`src/common/mecobo_settings.svh`:
```
// mecobo settings: pin count, fifo depths and host register map
`ifndef MECOBO_SETTINGS_SVH
`define MECOBO_SETTINGS_SVH

// number of pin controllers on the command bus
`define MECOBO_NUM_PINS 8

// fifo depths, in entries
`define MECOBO_CMD_DEPTH 16
`define MECOBO_SAMPLE_DEPTH 16

// host register addresses, 8 bit
`define MECOBO_ADDR_TIME_LO 8'd0
`define MECOBO_ADDR_TIME_HI 8'd1
`define MECOBO_ADDR_PIN 8'd2
`define MECOBO_ADDR_OPCODE 8'd3
`define MECOBO_ADDR_VALUE 8'd4
`define MECOBO_ADDR_COMMIT 8'd5
`define MECOBO_ADDR_STATUS 8'd8
`define MECOBO_ADDR_SAMPLE 8'd9

`endif

```
`src/common/cmd_pkg.sv`:
```
// command package: opcodes, queued command record and command bus record
package cmd_pkg;

  // opcodes carried by each command
  typedef enum logic [2:0] {
    op_set_mode   = 3'd0,
    op_set_period = 3'd1,
    op_set_duty   = 3'd2,
    op_sample     = 3'd3,
    op_reset_time = 3'd4
  } cmd_op_e;

  // one queued command, as assembled by the host port
  typedef struct packed {
    logic [31:0] exec_time;
    logic [3:0]  pin;
    cmd_op_e     op;
    logic [15:0] value;
  } cmd_t;

  // broadcast from the scheduler, one cycle strobe on en
  typedef struct packed {
    logic        en;
    logic [3:0]  pin;
    cmd_op_e     op;
    logic [15:0] value;
  } cmd_bus_t;

endpackage

```
`src/common/pin_pkg.sv`:
```
// pin package: pin output modes and the sample word read by the host
package pin_pkg;

  // output mode of one pin controller
  typedef enum logic [1:0] {
    mode_low  = 2'd0,
    mode_high = 2'd1,
    mode_pwm  = 2'd2
  } pin_mode_e;

  // one sample, read by the host as a single 16 bit word
  typedef struct packed {
    // low 12 bits of global time at capture
    logic [11:0] stamp;
    logic [2:0]  pin;
    logic        level;
  } sample_t;

endpackage

```
`src/hdl/cmd_fifo.sv`:
```
// command fifo: circular buffer with first-word-fall-through output
`timescale 1ns/1ns

module cmd_fifo #(
  parameter int DEPTH = 16,
  parameter type data_t = logic [15:0]
) (
  input  logic  sys_clk,
  input  logic  global_clock_reset,
  input  logic  push,
  input  data_t din,
  input  logic  pop,
  output data_t dout,
  output logic  valid,
  output logic  full,
  output logic  empty
);
  localparam int AW = $clog2(DEPTH);

  data_t          mem [DEPTH];
  logic [AW-1:0]  wr_ptr;
  logic [AW-1:0]  rd_ptr;
  logic [AW:0]    count;
  logic           do_push;
  logic           do_pop;

  // push while full and pop while empty are ignored
  assign do_push = push && !full;
  assign do_pop  = pop && !empty;

  assign full  = (count == (AW+1)'(DEPTH));
  assign empty = (count == '0);
  assign valid = !empty;
  // head is visible without a pop
  assign dout  = mem[rd_ptr];

  always_ff @(posedge sys_clk) begin
    if (do_push) begin
      mem[wr_ptr] <= din;
    end
  end

  always_ff @(posedge sys_clk) begin
    if (global_clock_reset) begin
      wr_ptr <= '0;
      rd_ptr <= '0;
      count  <= '0;
    end else begin
      // pointers wrap at DEPTH, also for odd depths
      if (do_push) begin
        wr_ptr <= (wr_ptr == AW'(DEPTH - 1)) ? '0 : wr_ptr + 1'b1;
      end
      if (do_pop) begin
        rd_ptr <= (rd_ptr == AW'(DEPTH - 1)) ? '0 : rd_ptr + 1'b1;
      end
      case ({do_push, do_pop})
        2'b10:   count <= count + 1'b1;
        2'b01:   count <= count - 1'b1;
        default: count <= count;
      endcase
    end
  end

endmodule

```
`src/host_bus/host_bus.sv`:
```
// host bus: register port that stages commands, reports status and pops samples
`timescale 1ns/1ns
`include "mecobo_settings.svh"

module host_bus (
  input  logic             sys_clk,
  input  logic             global_clock_reset,
  input  logic             host_cs,
  input  logic             host_wr,
  input  logic [7:0]       host_addr,
  input  logic [15:0]      host_wdata,
  output logic [15:0]      host_rdata,
  output logic             cmd_push,
  output cmd_pkg::cmd_t    cmd,
  input  logic             cmd_full,
  input  logic             cmd_empty,
  input  logic             sample_valid,
  input  pin_pkg::sample_t sample,
  input  logic             sample_overflow,
  output logic             sample_pop
);
  import cmd_pkg::*;

  // staging registers for the next command
  logic [15:0] time_lo;
  logic [15:0] time_hi;
  logic [3:0]  pin_q;
  cmd_op_e     op_q;
  logic [15:0] value_q;
  logic        cmd_overflow;
  logic        wr_access;
  logic        rd_access;

  assign wr_access = host_cs && host_wr;
  assign rd_access = host_cs && !host_wr;

  // command word straight from staging
  assign cmd = '{exec_time: {time_hi, time_lo}, pin: pin_q, op: op_q, value: value_q};

  // pop together with the registered read of the head
  assign sample_pop = rd_access && (host_addr == `MECOBO_ADDR_SAMPLE) && sample_valid;

  always_ff @(posedge sys_clk) begin
    if (wr_access) begin
      case (host_addr)
        `MECOBO_ADDR_TIME_LO: time_lo <= host_wdata;
        `MECOBO_ADDR_TIME_HI: time_hi <= host_wdata;
        `MECOBO_ADDR_PIN:     pin_q   <= host_wdata[3:0];
        `MECOBO_ADDR_OPCODE:  op_q    <= cmd_op_e'(host_wdata[2:0]);
        `MECOBO_ADDR_VALUE:   value_q <= host_wdata;
        default: ;
      endcase
    end
  end

  // push one cycle after commit, staging is stable by then
  always_ff @(posedge sys_clk) begin
    if (global_clock_reset) begin
      cmd_push     <= 1'b0;
      cmd_overflow <= 1'b0;
    end else begin
      cmd_push <= wr_access && (host_addr == `MECOBO_ADDR_COMMIT);
      // sticky, fifo drops this push
      if (cmd_push && cmd_full) begin
        cmd_overflow <= 1'b1;
      end
    end
  end

  // registered read data, valid the cycle after the access
  always_ff @(posedge sys_clk) begin
    if (rd_access) begin
      case (host_addr)
        `MECOBO_ADDR_TIME_LO: host_rdata <= time_lo;
        `MECOBO_ADDR_TIME_HI: host_rdata <= time_hi;
        `MECOBO_ADDR_PIN:     host_rdata <= {12'd0, pin_q};
        `MECOBO_ADDR_OPCODE:  host_rdata <= {13'd0, op_q};
        `MECOBO_ADDR_VALUE:   host_rdata <= value_q;
        `MECOBO_ADDR_STATUS:
          host_rdata <= {11'd0, sample_overflow, sample_valid, cmd_overflow, cmd_full, cmd_empty};
        // zero when nothing is queued
        `MECOBO_ADDR_SAMPLE:  host_rdata <= sample_valid ? sample : 16'd0;
        default:              host_rdata <= 16'd0;
      endcase
    end
  end

endmodule

```
`src/scheduler/scheduler.sv`:
```
// scheduler: global time counter and timed release of commands onto the bus
`timescale 1ns/1ns

module scheduler (
  input  logic              sys_clk,
  input  logic              global_clock_reset,
  input  cmd_pkg::cmd_t     head,
  input  logic              head_valid,
  output logic              head_pop,
  output cmd_pkg::cmd_bus_t cmd_bus,
  output logic [31:0]       global_time
);
  import cmd_pkg::*;

  logic        bus_en;
  logic [3:0]  bus_pin;
  cmd_op_e     bus_op;
  logic [15:0] bus_value;
  logic        time_clear;

  // head is due once the counter has reached its time, late ones too
  assign head_pop = head_valid && (global_time >= head.exec_time);

  // handled here, never broadcast
  assign time_clear = head_pop && (head.op == op_reset_time);

  assign cmd_bus = '{en: bus_en, pin: bus_pin, op: bus_op, value: bus_value};

  always_ff @(posedge sys_clk) begin
    if (global_clock_reset) begin
      global_time <= '0;
    end else if (time_clear) begin
      // zero from the next cycle
      global_time <= '0;
    end else begin
      global_time <= global_time + 32'd1;
    end
  end

  // strobe lands one cycle after the pop
  always_ff @(posedge sys_clk) begin
    if (global_clock_reset) begin
      bus_en <= 1'b0;
    end else begin
      bus_en <= head_pop && !time_clear;
    end
  end

  // bus payload, only meaningful with en
  always_ff @(posedge sys_clk) begin
    if (head_pop) begin
      bus_pin   <= head.pin;
      bus_op    <= head.op;
      bus_value <= head.value;
    end
  end

endmodule

```
`src/pin_control/pin_control.sv`:
```
// pin control: one pin driven low, high or pwm from command bus settings
`timescale 1ns/1ns

module pin_control #(
  parameter int pin_index = 0
) (
  input  logic              sys_clk,
  input  logic              global_clock_reset,
  input  cmd_pkg::cmd_bus_t cmd_bus,
  output logic              pin
);
  import cmd_pkg::*;
  import pin_pkg::*;

  pin_mode_e   mode;
  logic [15:0] period;
  logic [15:0] duty;
  logic [15:0] pwm_cnt;
  logic        hit;

  // only commands addressed to this pin
  assign hit = cmd_bus.en && (cmd_bus.pin == 4'(pin_index));

  always_ff @(posedge sys_clk) begin
    if (global_clock_reset) begin
      mode    <= mode_low;
      period  <= '0;
      duty    <= '0;
      pwm_cnt <= '0;
    end else begin
      // counter runs 0 .. period-1 in pwm mode only
      if (mode == mode_pwm) begin
        if (pwm_cnt + 16'd1 >= period) begin
          pwm_cnt <= '0;
        end else begin
          pwm_cnt <= pwm_cnt + 16'd1;
        end
      end else begin
        pwm_cnt <= '0;
      end

      // bus command wins over the counter step
      if (hit) begin
        case (cmd_bus.op)
          op_set_mode:   mode <= pin_mode_e'(cmd_bus.value[1:0]);
          op_set_period: begin
            period  <= cmd_bus.value;
            // restart the window
            pwm_cnt <= '0;
          end
          op_set_duty:   duty <= cmd_bus.value;
          default: ;
        endcase
      end
    end
  end

  // output follows the mode register, new mode shows the cycle after the strobe
  always_comb begin
    case (mode)
      mode_high: pin = 1'b1;
      mode_pwm:  pin = (pwm_cnt < duty);
      default:   pin = 1'b0;
    endcase
  end

endmodule

```
`src/hdl/sample_collector.sv`:
```
// sample collector: timestamps pin levels on sample commands into a fifo
`timescale 1ns/1ns
`include "mecobo_settings.svh"

module sample_collector (
  input  logic                         sys_clk,
  input  logic                         global_clock_reset,
  input  cmd_pkg::cmd_bus_t            cmd_bus,
  input  logic [`MECOBO_NUM_PINS-1:0]  pins,
  input  logic [31:0]                  global_time,
  input  logic                         sample_pop,
  output pin_pkg::sample_t             sample,
  output logic                         sample_valid,
  output logic                         sample_overflow
);
  import cmd_pkg::*;
  import pin_pkg::*;

  sample_t capture;
  logic    capture_push;
  logic    fifo_full;

  // capture on the strobe cycle itself
  assign capture_push = cmd_bus.en && (cmd_bus.op == op_sample);

  assign capture = '{
    stamp: global_time[11:0],
    pin:   cmd_bus.pin[2:0],
    level: pins[cmd_bus.pin[2:0]]
  };

  // sample buffer, head shows one cycle after the push
  cmd_fifo #(
    .DEPTH  (`MECOBO_SAMPLE_DEPTH),
    .data_t (sample_t)
  ) i_sample_fifo (
    .sys_clk            (sys_clk),
    .global_clock_reset (global_clock_reset),
    .push               (capture_push),
    .din                (capture),
    .pop                (sample_pop),
    .dout               (sample),
    .valid              (sample_valid),
    .full               (fifo_full),
    .empty              ()
  );

  // sticky, the dropped sample is lost
  always_ff @(posedge sys_clk) begin
    if (global_clock_reset) begin
      sample_overflow <= 1'b0;
    end else if (capture_push && fifo_full) begin
      sample_overflow <= 1'b1;
    end
  end

endmodule

```
`src/hdl/mecobo_core.sv`:
```
// mecobo core: host port, command queue, scheduler, pin bank and sampler
`timescale 1ns/1ns
`include "mecobo_settings.svh"

module mecobo_core (
  input  logic                        sys_clk,
  input  logic                        global_clock_reset,
  input  logic                        host_cs,
  input  logic                        host_wr,
  input  logic [7:0]                  host_addr,
  input  logic [15:0]                 host_wdata,
  output logic [15:0]                 host_rdata,
  output logic [`MECOBO_NUM_PINS-1:0] pins
);
  import cmd_pkg::*;
  import pin_pkg::*;

  // host to command fifo
  cmd_t        cmd_in;
  logic        cmd_push;
  logic        cmd_full;
  logic        cmd_empty;
  // command fifo to scheduler
  cmd_t        cmd_head;
  logic        cmd_valid;
  logic        cmd_pop;
  // scheduler broadcast
  cmd_bus_t    cmd_bus;
  logic [31:0] global_time;
  // sampler to host
  sample_t     sample;
  logic        sample_valid;
  logic        sample_pop;
  logic        sample_overflow;

  host_bus i_host_bus (
    .sys_clk            (sys_clk),
    .global_clock_reset (global_clock_reset),
    .host_cs            (host_cs),
    .host_wr            (host_wr),
    .host_addr          (host_addr),
    .host_wdata         (host_wdata),
    .host_rdata         (host_rdata),
    .cmd_push           (cmd_push),
    .cmd                (cmd_in),
    .cmd_full           (cmd_full),
    .cmd_empty          (cmd_empty),
    .sample_valid       (sample_valid),
    .sample             (sample),
    .sample_overflow    (sample_overflow),
    .sample_pop         (sample_pop)
  );

  cmd_fifo #(
    .DEPTH  (`MECOBO_CMD_DEPTH),
    .data_t (cmd_t)
  ) i_cmd_fifo (
    .sys_clk            (sys_clk),
    .global_clock_reset (global_clock_reset),
    .push               (cmd_push),
    .din                (cmd_in),
    .pop                (cmd_pop),
    .dout               (cmd_head),
    .valid              (cmd_valid),
    .full               (cmd_full),
    .empty              (cmd_empty)
  );

  scheduler i_scheduler (
    .sys_clk            (sys_clk),
    .global_clock_reset (global_clock_reset),
    .head               (cmd_head),
    .head_valid         (cmd_valid),
    .head_pop           (cmd_pop),
    .cmd_bus            (cmd_bus),
    .global_time        (global_time)
  );

  // one controller per pin, all on the shared bus
  for (genvar i = 0; i < `MECOBO_NUM_PINS; i++) begin : g_pin
    pin_control #(
      .pin_index (i)
    ) i_pin_control (
      .sys_clk            (sys_clk),
      .global_clock_reset (global_clock_reset),
      .cmd_bus            (cmd_bus),
      .pin                (pins[i])
    );
  end

  sample_collector i_sample_collector (
    .sys_clk            (sys_clk),
    .global_clock_reset (global_clock_reset),
    .cmd_bus            (cmd_bus),
    .pins               (pins),
    .global_time        (global_time),
    .sample_pop         (sample_pop),
    .sample             (sample),
    .sample_valid       (sample_valid),
    .sample_overflow    (sample_overflow)
  );

endmodule

```
`config.mk`:
```
export PLATFORM = sky130hd
export DESIGN_NAME = mecobo_core
export DESIGN_NICKNAME = d
export VERILOG_FILES = /design/src/common/cmd_pkg.sv /design/src/common/pin_pkg.sv /design/src/hdl/cmd_fifo.sv /design/src/host_bus/host_bus.sv /design/src/scheduler/scheduler.sv /design/src/pin_control/pin_control.sv /design/src/hdl/sample_collector.sv /design/src/hdl/mecobo_core.sv
export VERILOG_INCLUDE_DIRS = /design/src /design/src/common
export SDC_FILE = /design/constraint.sdc
export NUM_CORES = 2
export LEC_CHECK = 0
export BUFFER_PORTS_ARGS = -buffer_cell sky130_fd_sc_hd__buf_4
export CORE_UTILIZATION = 63
export DETAILED_ROUTE_END_ITERATION = 8
export PLACE_DENSITY = 0.78
export SETUP_SLACK_MARGIN = 0.4
export SYNTH_ARGS = -nofsm -noshare
export SYNTH_HDL_FRONTEND = slang
export SYNTH_SLANG_ARGS = --single-unit
```
`constraint.sdc`:
```
create_clock -name sys_clk -period 6.1 [get_ports sys_clk]
set_input_delay 1.22 -clock sys_clk [delete_from_list [all_inputs] [get_ports sys_clk]]
set_output_delay 1.22 -clock sys_clk [all_outputs]
set_load 0.005 [all_outputs]
```
Yosys cells after proc, flatten, opt, wreduce, memory -nomap -nowiden
Memory sizes are Yosys's and may differ from the RTL's. A register that Yosys moved wholly into a read port is not among the register bits.
Index checks and enable logic that the tools add are counted.
{"block": "word_totals", "reg_bits": 556, "ram_bits": 1136, "inputBits": 28, "output_inout_bits": 24, "wordCells": 257, "n_memories": 2}
{"block": "op_classes", "addsub": 17, "order_cmp": 18, "n_eq_ne": 44, "n_mux": 58, "n_reduce_logical": 66}
{"memory": "i_cmd_fifo.mem", "depth": 16, "width": 55, "read_ports": 1, "rd_ports_with_merged_regs": 1, "write_ports": 1, "line": "cmd_fifo.sv:20", "text": "data_t mem [DEPTH];"}
{"memory": "i_sample_collector.i_sample_fifo.mem", "depth": 16, "width": 16, "read_ports": 1, "rd_ports_with_merged_regs": 1, "write_ports": 1, "line": "cmd_fifo.sv:20"}
{"operator": "$mux W16", "count": 33}
{"operator": "$add A16 B1 Y16 const B", "count": 8}
{"operator": "$ge A16 B16 Y1", "count": 8}
{"operator": "$lt A16 B16 Y1", "count": 8}
{"operator": "$pmux W16 S7", "count": 1}
{"operator": "$reduce_and A2 Y1", "count": 29}
{"operator": "$add A32 B1 Y32 const B", "count": 1}
{"operator": "$ge A32 B32 Y1", "count": 1}
{"operator": "$mux W4", "count": 8}
{"operator": "$logic_and A1 B1 Y1", "count": 23}
{"operator": "$eq A2 B1 Y1 const B", "count": 10}
{"operator": "$eq A2 B2 Y1 const B", "count": 10}
{"operator": "$pmux W5 S2", "count": 2}
{"operator": "$add A4 B1 Y4 const B", "count": 4}
{"operator": "$eq A4 B3 Y1 const B", "count": 4}
{"operator": "$eq A4 B4 Y1 const B", "count": 4}
{"operator": "$eq A8 B2 Y1 const B", "count": 2}
{"operator": "$eq A8 B3 Y1 const B", "count": 2}
{"operator": "$eq A8 B4 Y1 const B", "count": 2}
{"operator": "$pmux W1 S2", "count": 8}
{"operator": "$add A5 B1 Y5 const B", "count": 2}
{"operator": "$eq A5 B5 Y1 const B", "count": 2}
{"operator": "$logic_not A5 Y1", "count": 2}
{"operator": "$sub A5 B1 Y5 const B", "count": 2}
{"operator": "15 further kinds", "count": 27}

Logic depth before layout (Yosys ltp)
{"block": "depth", "word_depth": 7, "mapped_depth": 24, "mapped_depth_nobuf": 19}

Cells and area by module
From an unflattened synthesis, not the netlist that was laid out.
{"block": "unflattened", "hier_cells": 4765, "hier_area_um2": 73315.3}
{"module": "cmd_fifo (i_cmd_fifo)", "instances": 1, "cells_each": 1336, "area_per_inst_um2": 33983.8, "seq_area_each_um2": 26765.7}
{"module": "cmd_fifo (i_sample_collector.i_sample_fifo)", "instances": 1, "cells_each": 474, "area_per_inst_um2": 10849.2, "seq_area_each_um2": 8027.7}
{"module": "pin_control (g_pin[5].i_pin_control ...)", "instances": 2, "cells_each": 303, "area_per_inst_um2": 2824.0, "seq_area_each_um2": 1001.0}
{"module": "pin_control (g_pin[1].i_pin_control ...)", "instances": 2, "cells_each": 317, "area_per_inst_um2": 2755.1, "seq_area_each_um2": 1001.0}
{"module": "scheduler", "instances": 1, "cells_each": 316, "area_per_inst_um2": 3123.0, "seq_area_each_um2": 1351.3}
{"module": "host_bus", "instances": 1, "cells_each": 196, "area_per_inst_um2": 2992.9, "seq_area_each_um2": 2172.1}
{"module": "pin_control (g_pin[3].i_pin_control)", "instances": 1, "cells_each": 297, "area_per_inst_um2": 2829.0, "seq_area_each_um2": 1001.0}
{"module": "pin_control (g_pin[7].i_pin_control)", "instances": 1, "cells_each": 302, "area_per_inst_um2": 2770.2, "seq_area_each_um2": 1001.0}
{"module": "pin_control (g_pin[0].i_pin_control)", "instances": 1, "cells_each": 297, "area_per_inst_um2": 2758.9, "seq_area_each_um2": 1001.0}
{"module": "pin_control (g_pin[4].i_pin_control)", "instances": 1, "cells_each": 300, "area_per_inst_um2": 2747.6, "seq_area_each_um2": 1001.0}
{"module": "sample_collector", "instances": 1, "cells_each": 7, "area_per_inst_um2": 102.6, "seq_area_each_um2": 20.0}

Least setup slack after synthesis
OpenSTA, ideal clock, no wires.
{"block": "synth_timing", "path_kind": "register to register", "startpoint": "register i_cmd_fifo.count[0]", "endpoint": "memory i_cmd_fifo.mem[3][0] in the netlist's numbering (enable)", "t_arrival_ps": 4882, "t_required_ps": 5564, "setup_slack_ps": 683, "stages_incl_launch_ff": 5, "path_buffers": 0, "cell_sequence": "dfxtp_1 -> nor4_1 -> a21boi_1 -> nand2_1 -> nor3_1"}
{"block": "synth_between", "elab_chain_len": 5}
{"element": "start: declaration", "line": "cmd_fifo.sv:23", "text": "logic [AW:0] count;"}
{"element": "start signal: assignment", "line": "cmd_fifo.sv:57", "text": "2'b10: count <= count + 1'b1;"}
{"element": "start signal: assignment", "line": "cmd_fifo.sv:58", "text": "2'b01: count <= count - 1'b1;"}
{"element": "start signal: assignment", "line": "cmd_fifo.sv:59", "text": "default: count <= count;"}
{"element": "$eq A5 B5 Y1", "line": "cmd_fifo.sv:31", "text": "assign full = (count == (AW+1)'(DEPTH));"}
{"element": "$logic_not A1 Y1", "line": "cmd_fifo.sv:28", "text": "assign do_push = push && !full;"}
{"element": "$logic_and A1 B1 Y1", "line": "cmd_fifo.sv:28"}
{"element": "$mux W1", "line": "cmd_fifo.sv:38", "text": "if (do_push) begin"}
{"element": "$mux W1 (not written as such)", "line": "cmd_fifo.sv:39", "text": "mem[wr_ptr] <= din;"}
{"element": "end: declaration", "line": "cmd_fifo.sv:20"}
No other way between the ends.

==> results_dict.tcl <==
set metrics [dict create \
    grt_use_total_pct 31.26 \
    post_cts_resized 0 \
    io_pins 52 \
    yosys-top-cells-area "edfxtp_1 (52%), dfxtp_1 (13%), mux4_2 (11%)" \
    final_nets 5489 \
    rrSetupSlack_ns 0.58 \
    post-route-period-util_pct 90.53 \
    rsz0062_at_grt "false" \
    finalWirelength_mm 177.9 \
    grt_antenna_before_repair 8 \
    synth.distinct_cells 70 \
    synth_top_area_share_pct 51.61 \
    synth_ff_type "edfxtp_1" \
    grt_pass1_vias 42941 \
    worst_slack_ns 0.5774 \
    dieHeight_um 339.0 \
    rows 123 \
    globalplace.congestion 0.8692 \
    routedWlPerCell_um 26.26 \
    placed_cell_area_um2 74120 \
    worstPathRequired_ns 6.83 \
    stdcell_count 6776 \
    reg2reg_to "i_cmd_fifo.count[4]$_SDFFE_PP0P_" \
    vias 42665 \
    fin_area_um2 79710 \
    grt_max_degree 144 \
    synth_seq_cells 1700 \
    hold_viol 0 \
    status "finished, final reports clean" \
    postSynth.asyncResetShare_pct 0 \
    yosys-top-cells-count "edfxtp_1 (1230), nand2_1 (635), dfxtp_1 (470), a21oi_1 (379)" \
    skew_ns 0.03208 \
    setup_viol 0 \
    maxCapViolCount 0 \
    clk_path_buf_depth 3 \
    wl_met3_mm 18.94 \
    worstHoldPathCells 2 \
    drt_pass1_iterations 7 \
    wl_met1_mm 65.72 \
    cp.arrival_ns 6.25 \
    worstSetupPathType "reg -> reg" \
    drive_above_1_share_pct 15.67 \
    grt_first_pass_wirelength_mm 265.3 \
    period_needed_ns 5.523 \
    drv_slew 0 \
    p_leak_nw 26.57 \
    hold_end "g_pin[2].i_pin_control.period[4]$_SDFFE_PP0P_" \
    r2r_cells 21 \
    fillers 6915 \
    power_density_nw_per_um2 285.8 \
    area_growth_pct 11.39 \
    htreeDepth 4 \
    cts_root_buf "clkbuf_16" \
    placeableCoreArea_um2 112500 \
    max_freq_mhz 181.1 \
    post_drt_via_cell_ratio 6.296 \
    cp-end-kind "flip-flop" \
    cp-start-kind "flip-flop" \
    ys_seq_area_share_pct 64.76 \
    setup_tns_ns 0 \
    numCtsBuffers 166 \
    dieArea_um2 114900 \
    irDropWorstVdd_v 0.0004501 \
    synth_area_um2 71560 \
    gr-total-overflow 0 \
    cts_tree "yes" \
    ant_nets 0 \
    numClockSinks 1700 \
    place_ws_ns 0.5310 \
    critPathMaxFanout 8 \
    wl_met2_mm 86.01 \
    clk-insertion-delay-late_ns 0.80 \
    start_util_pct 63.61 \
    syn_inst 5022 \
    synth_area_per_cell_um2 14.25 \
    dp_hpwl_mm 102.0 \
    drc 0 \
    synth_enable_flop_cells 1230 \
    synth.most_common_cell "edfxtp_1" \
    dp.cells 6463 \
    slew_headroom_pct 11.75 \
    tightestPinTransition_ns 1.324 \
    syn_nets 5375 \
    io_buffers 51 \
    drtIter0Drc 4674 \
    ys_warn_count 0 \
    hold_start "g_pin[2].i_pin_control.period[4]$_SDFFE_PP0P_" \
    die_w_um 339.0 \
    hp-class "reg -> reg" \
    yosysTopAreaCell "edfxtp_1" \
    highest_layer "met5" \
    power_mw 22.78 \
    clkTransAtPathRegs_ns 0.06 \
]
cells in the final DEF, fill, tap and decap left out, types with 14 or more instances in the layout:
| master | count |
|---|---|
| nand4_1 | 55 |
| clkinv_1 | 19 |
| and4_1 | 19 |
| clkbuf_1 | 42 |
| xor2_1 | 79 |
| buf_12 | 15 |
| mux2i_1 | 19 |
| dfxtp_1 | 463 |
| nor2_1 | 183 |
| a21o_1 | 62 |
| nand2_1 | 635 |
| clkinv_2 | 26 |
| nand2b_1 | 38 |
| nor2b_1 | 134 |
| ha_1 | 323 |
| a222oi_1 | 14 |
| buf_4 | 155 |
| nand3_1 | 81 |
| a21oi_1 | 378 |
| mux4_2 | 343 |
| nor3_1 | 25 |
| xnor2_1 | 78 |
| bufinv_16 | 16 |
| inv_1 | 343 |
| o21ai_0 | 74 |
| clkbuf_16 | 168 |
| clkbuf_8 | 15 |
| a211oi_1 | 19 |
| and3_1 | 35 |
| edfxtp_1 | 1230 |
stage by stage:
stage	util (%)	hold WS [ns]
finish	70.86	0.4506
global route	70.85	0.4654
CTS	70.78	0.4539
detailed placement	65.88	0.4463
global placement	65.88	0.4409
floorplan	-	0.4315
state kept, by name, summed over array words and instances, names as in the netlist, 5 cells and up, named ones only:
register / cells
i_cmd_fifo.count: 5
i_host_bus.time_hi: 16
i_host_bus.time_lo: 16
i_cmd_fifo.mem: 880
i_host_bus.value_q: 16
i_scheduler.bus_value: 16
g_pin.i_pin_control.mode: 16
i_sample_collector.i_sample_fifo.count: 5
i_scheduler.global_time: 32
g_pin.i_pin_control.pwm_cnt: 128
i_sample_collector.i_sample_fifo.mem: 256
g_pin.i_pin_control.period: 128
g_pin.i_pin_control.duty: 128
i_host_bus.host_rdata: 16
final cells by class:
type                    instances  area [um2]  area share (%)
multi-input cells            2753       23150           29.04
well taps                    1500        1877           2.354
diodes                          4       10.01         0.01256
clock inverters                79       947.2           1.188
inverters                     343        1287           1.615
clock buffers                 225        4568           5.731
flip-flops and latches       1700       46370           58.17
repair buffers                172        1506           1.890
per-layer routing:
metal / global-route usage (%) / vias up
met3: 7.761 / 472
met1: 40.64 / 21176
met5: 0 / -
met4: 12.58 / 4
met2: 50.72 / 2288
li1: - / 18725
worst max path at each step:
stage | startpoint | endpoint | slack (ns) | depth (start not counted)
after floorplan | i_cmd_fifo.count[0]$_SDFFE_PP0P_ | i_cmd_fifo.mem[3][0]$_DFFE_PP_ | 0.68 | 4
after global placement | flip-flop | i_cmd_fifo.count[4]$_SDFFE_PP0P_ | 0.66 | 20
after detailed placement | flip-flop | i_cmd_fifo.count[4]$_SDFFE_PP0P_ | 0.53 | 20
after CTS | flip-flop | i_cmd_fifo.count[4]$_SDFFE_PP0P_ | 0.41 | 20
after global routing | flip-flop | i_cmd_fifo.count[4]$_SDFFE_PP0P_ | 0.42 | 20
final | flip-flop | i_cmd_fifo.count[4]$_SDFFE_PP0P_ | 0.58 | 21
report_power, final:
| group | leakage, nW | internal (mW) | switching, mW | total (mW) |
|---|---|---|---|---|
| clock network | 2.69 | 5.97 | 4.46 | 10.4 |
| registers | 14.9 | 12.2 | 0.0119 | 12.3 |
| logic | 8.98 | 0.0276 | 0.0749 | 0.102 |
| total | 26.6 | 18.2 | 4.54 | 22.8 |
cell families (layout without fill, tap and decap cells):
family          after synthesis  after routing  share of synthesized area (%)
flops                      1700           1700                          64.76
simple gates               1286           1286                          8.302
compound gates              611            611                          4.917
buf+inv                     569            819                          3.145
mux                         374            374                          11.25
fa+ha+maj                   325            325                          5.703
xor+xnor                    157            157                          1.922
other cells                   0              4                              0
timing repair:
action,in CTS,in global routing
setup buffers,0,5
setup endpoints to repair,0,2
hold buffers,0,0
worst max-delay path, cell delays in order, from the launching register on:
cell and delay [ns]:
dfxtp_4 0.48, buf_12 0.17, buf_4 0.21, mux4_2 0.51, mux4_2 0.47, ha_1 0.28
nand2b_1 0.16, a21o_1 0.20, a211oi_1 0.54, nor4_1 0.14, o31ai_1 0.35, buf_4 0.20
a21oi_2 0.13, ha_1 0.31, inv_1 0.12, fa_1 0.21, inv_1 0.05, a21o_1 0.16
a21oi_1 0.19, xnor2_1 0.10, or3_1 0.31, a21oi_1 0.14
Note: power is estimated with default switching activity, not from simulation.
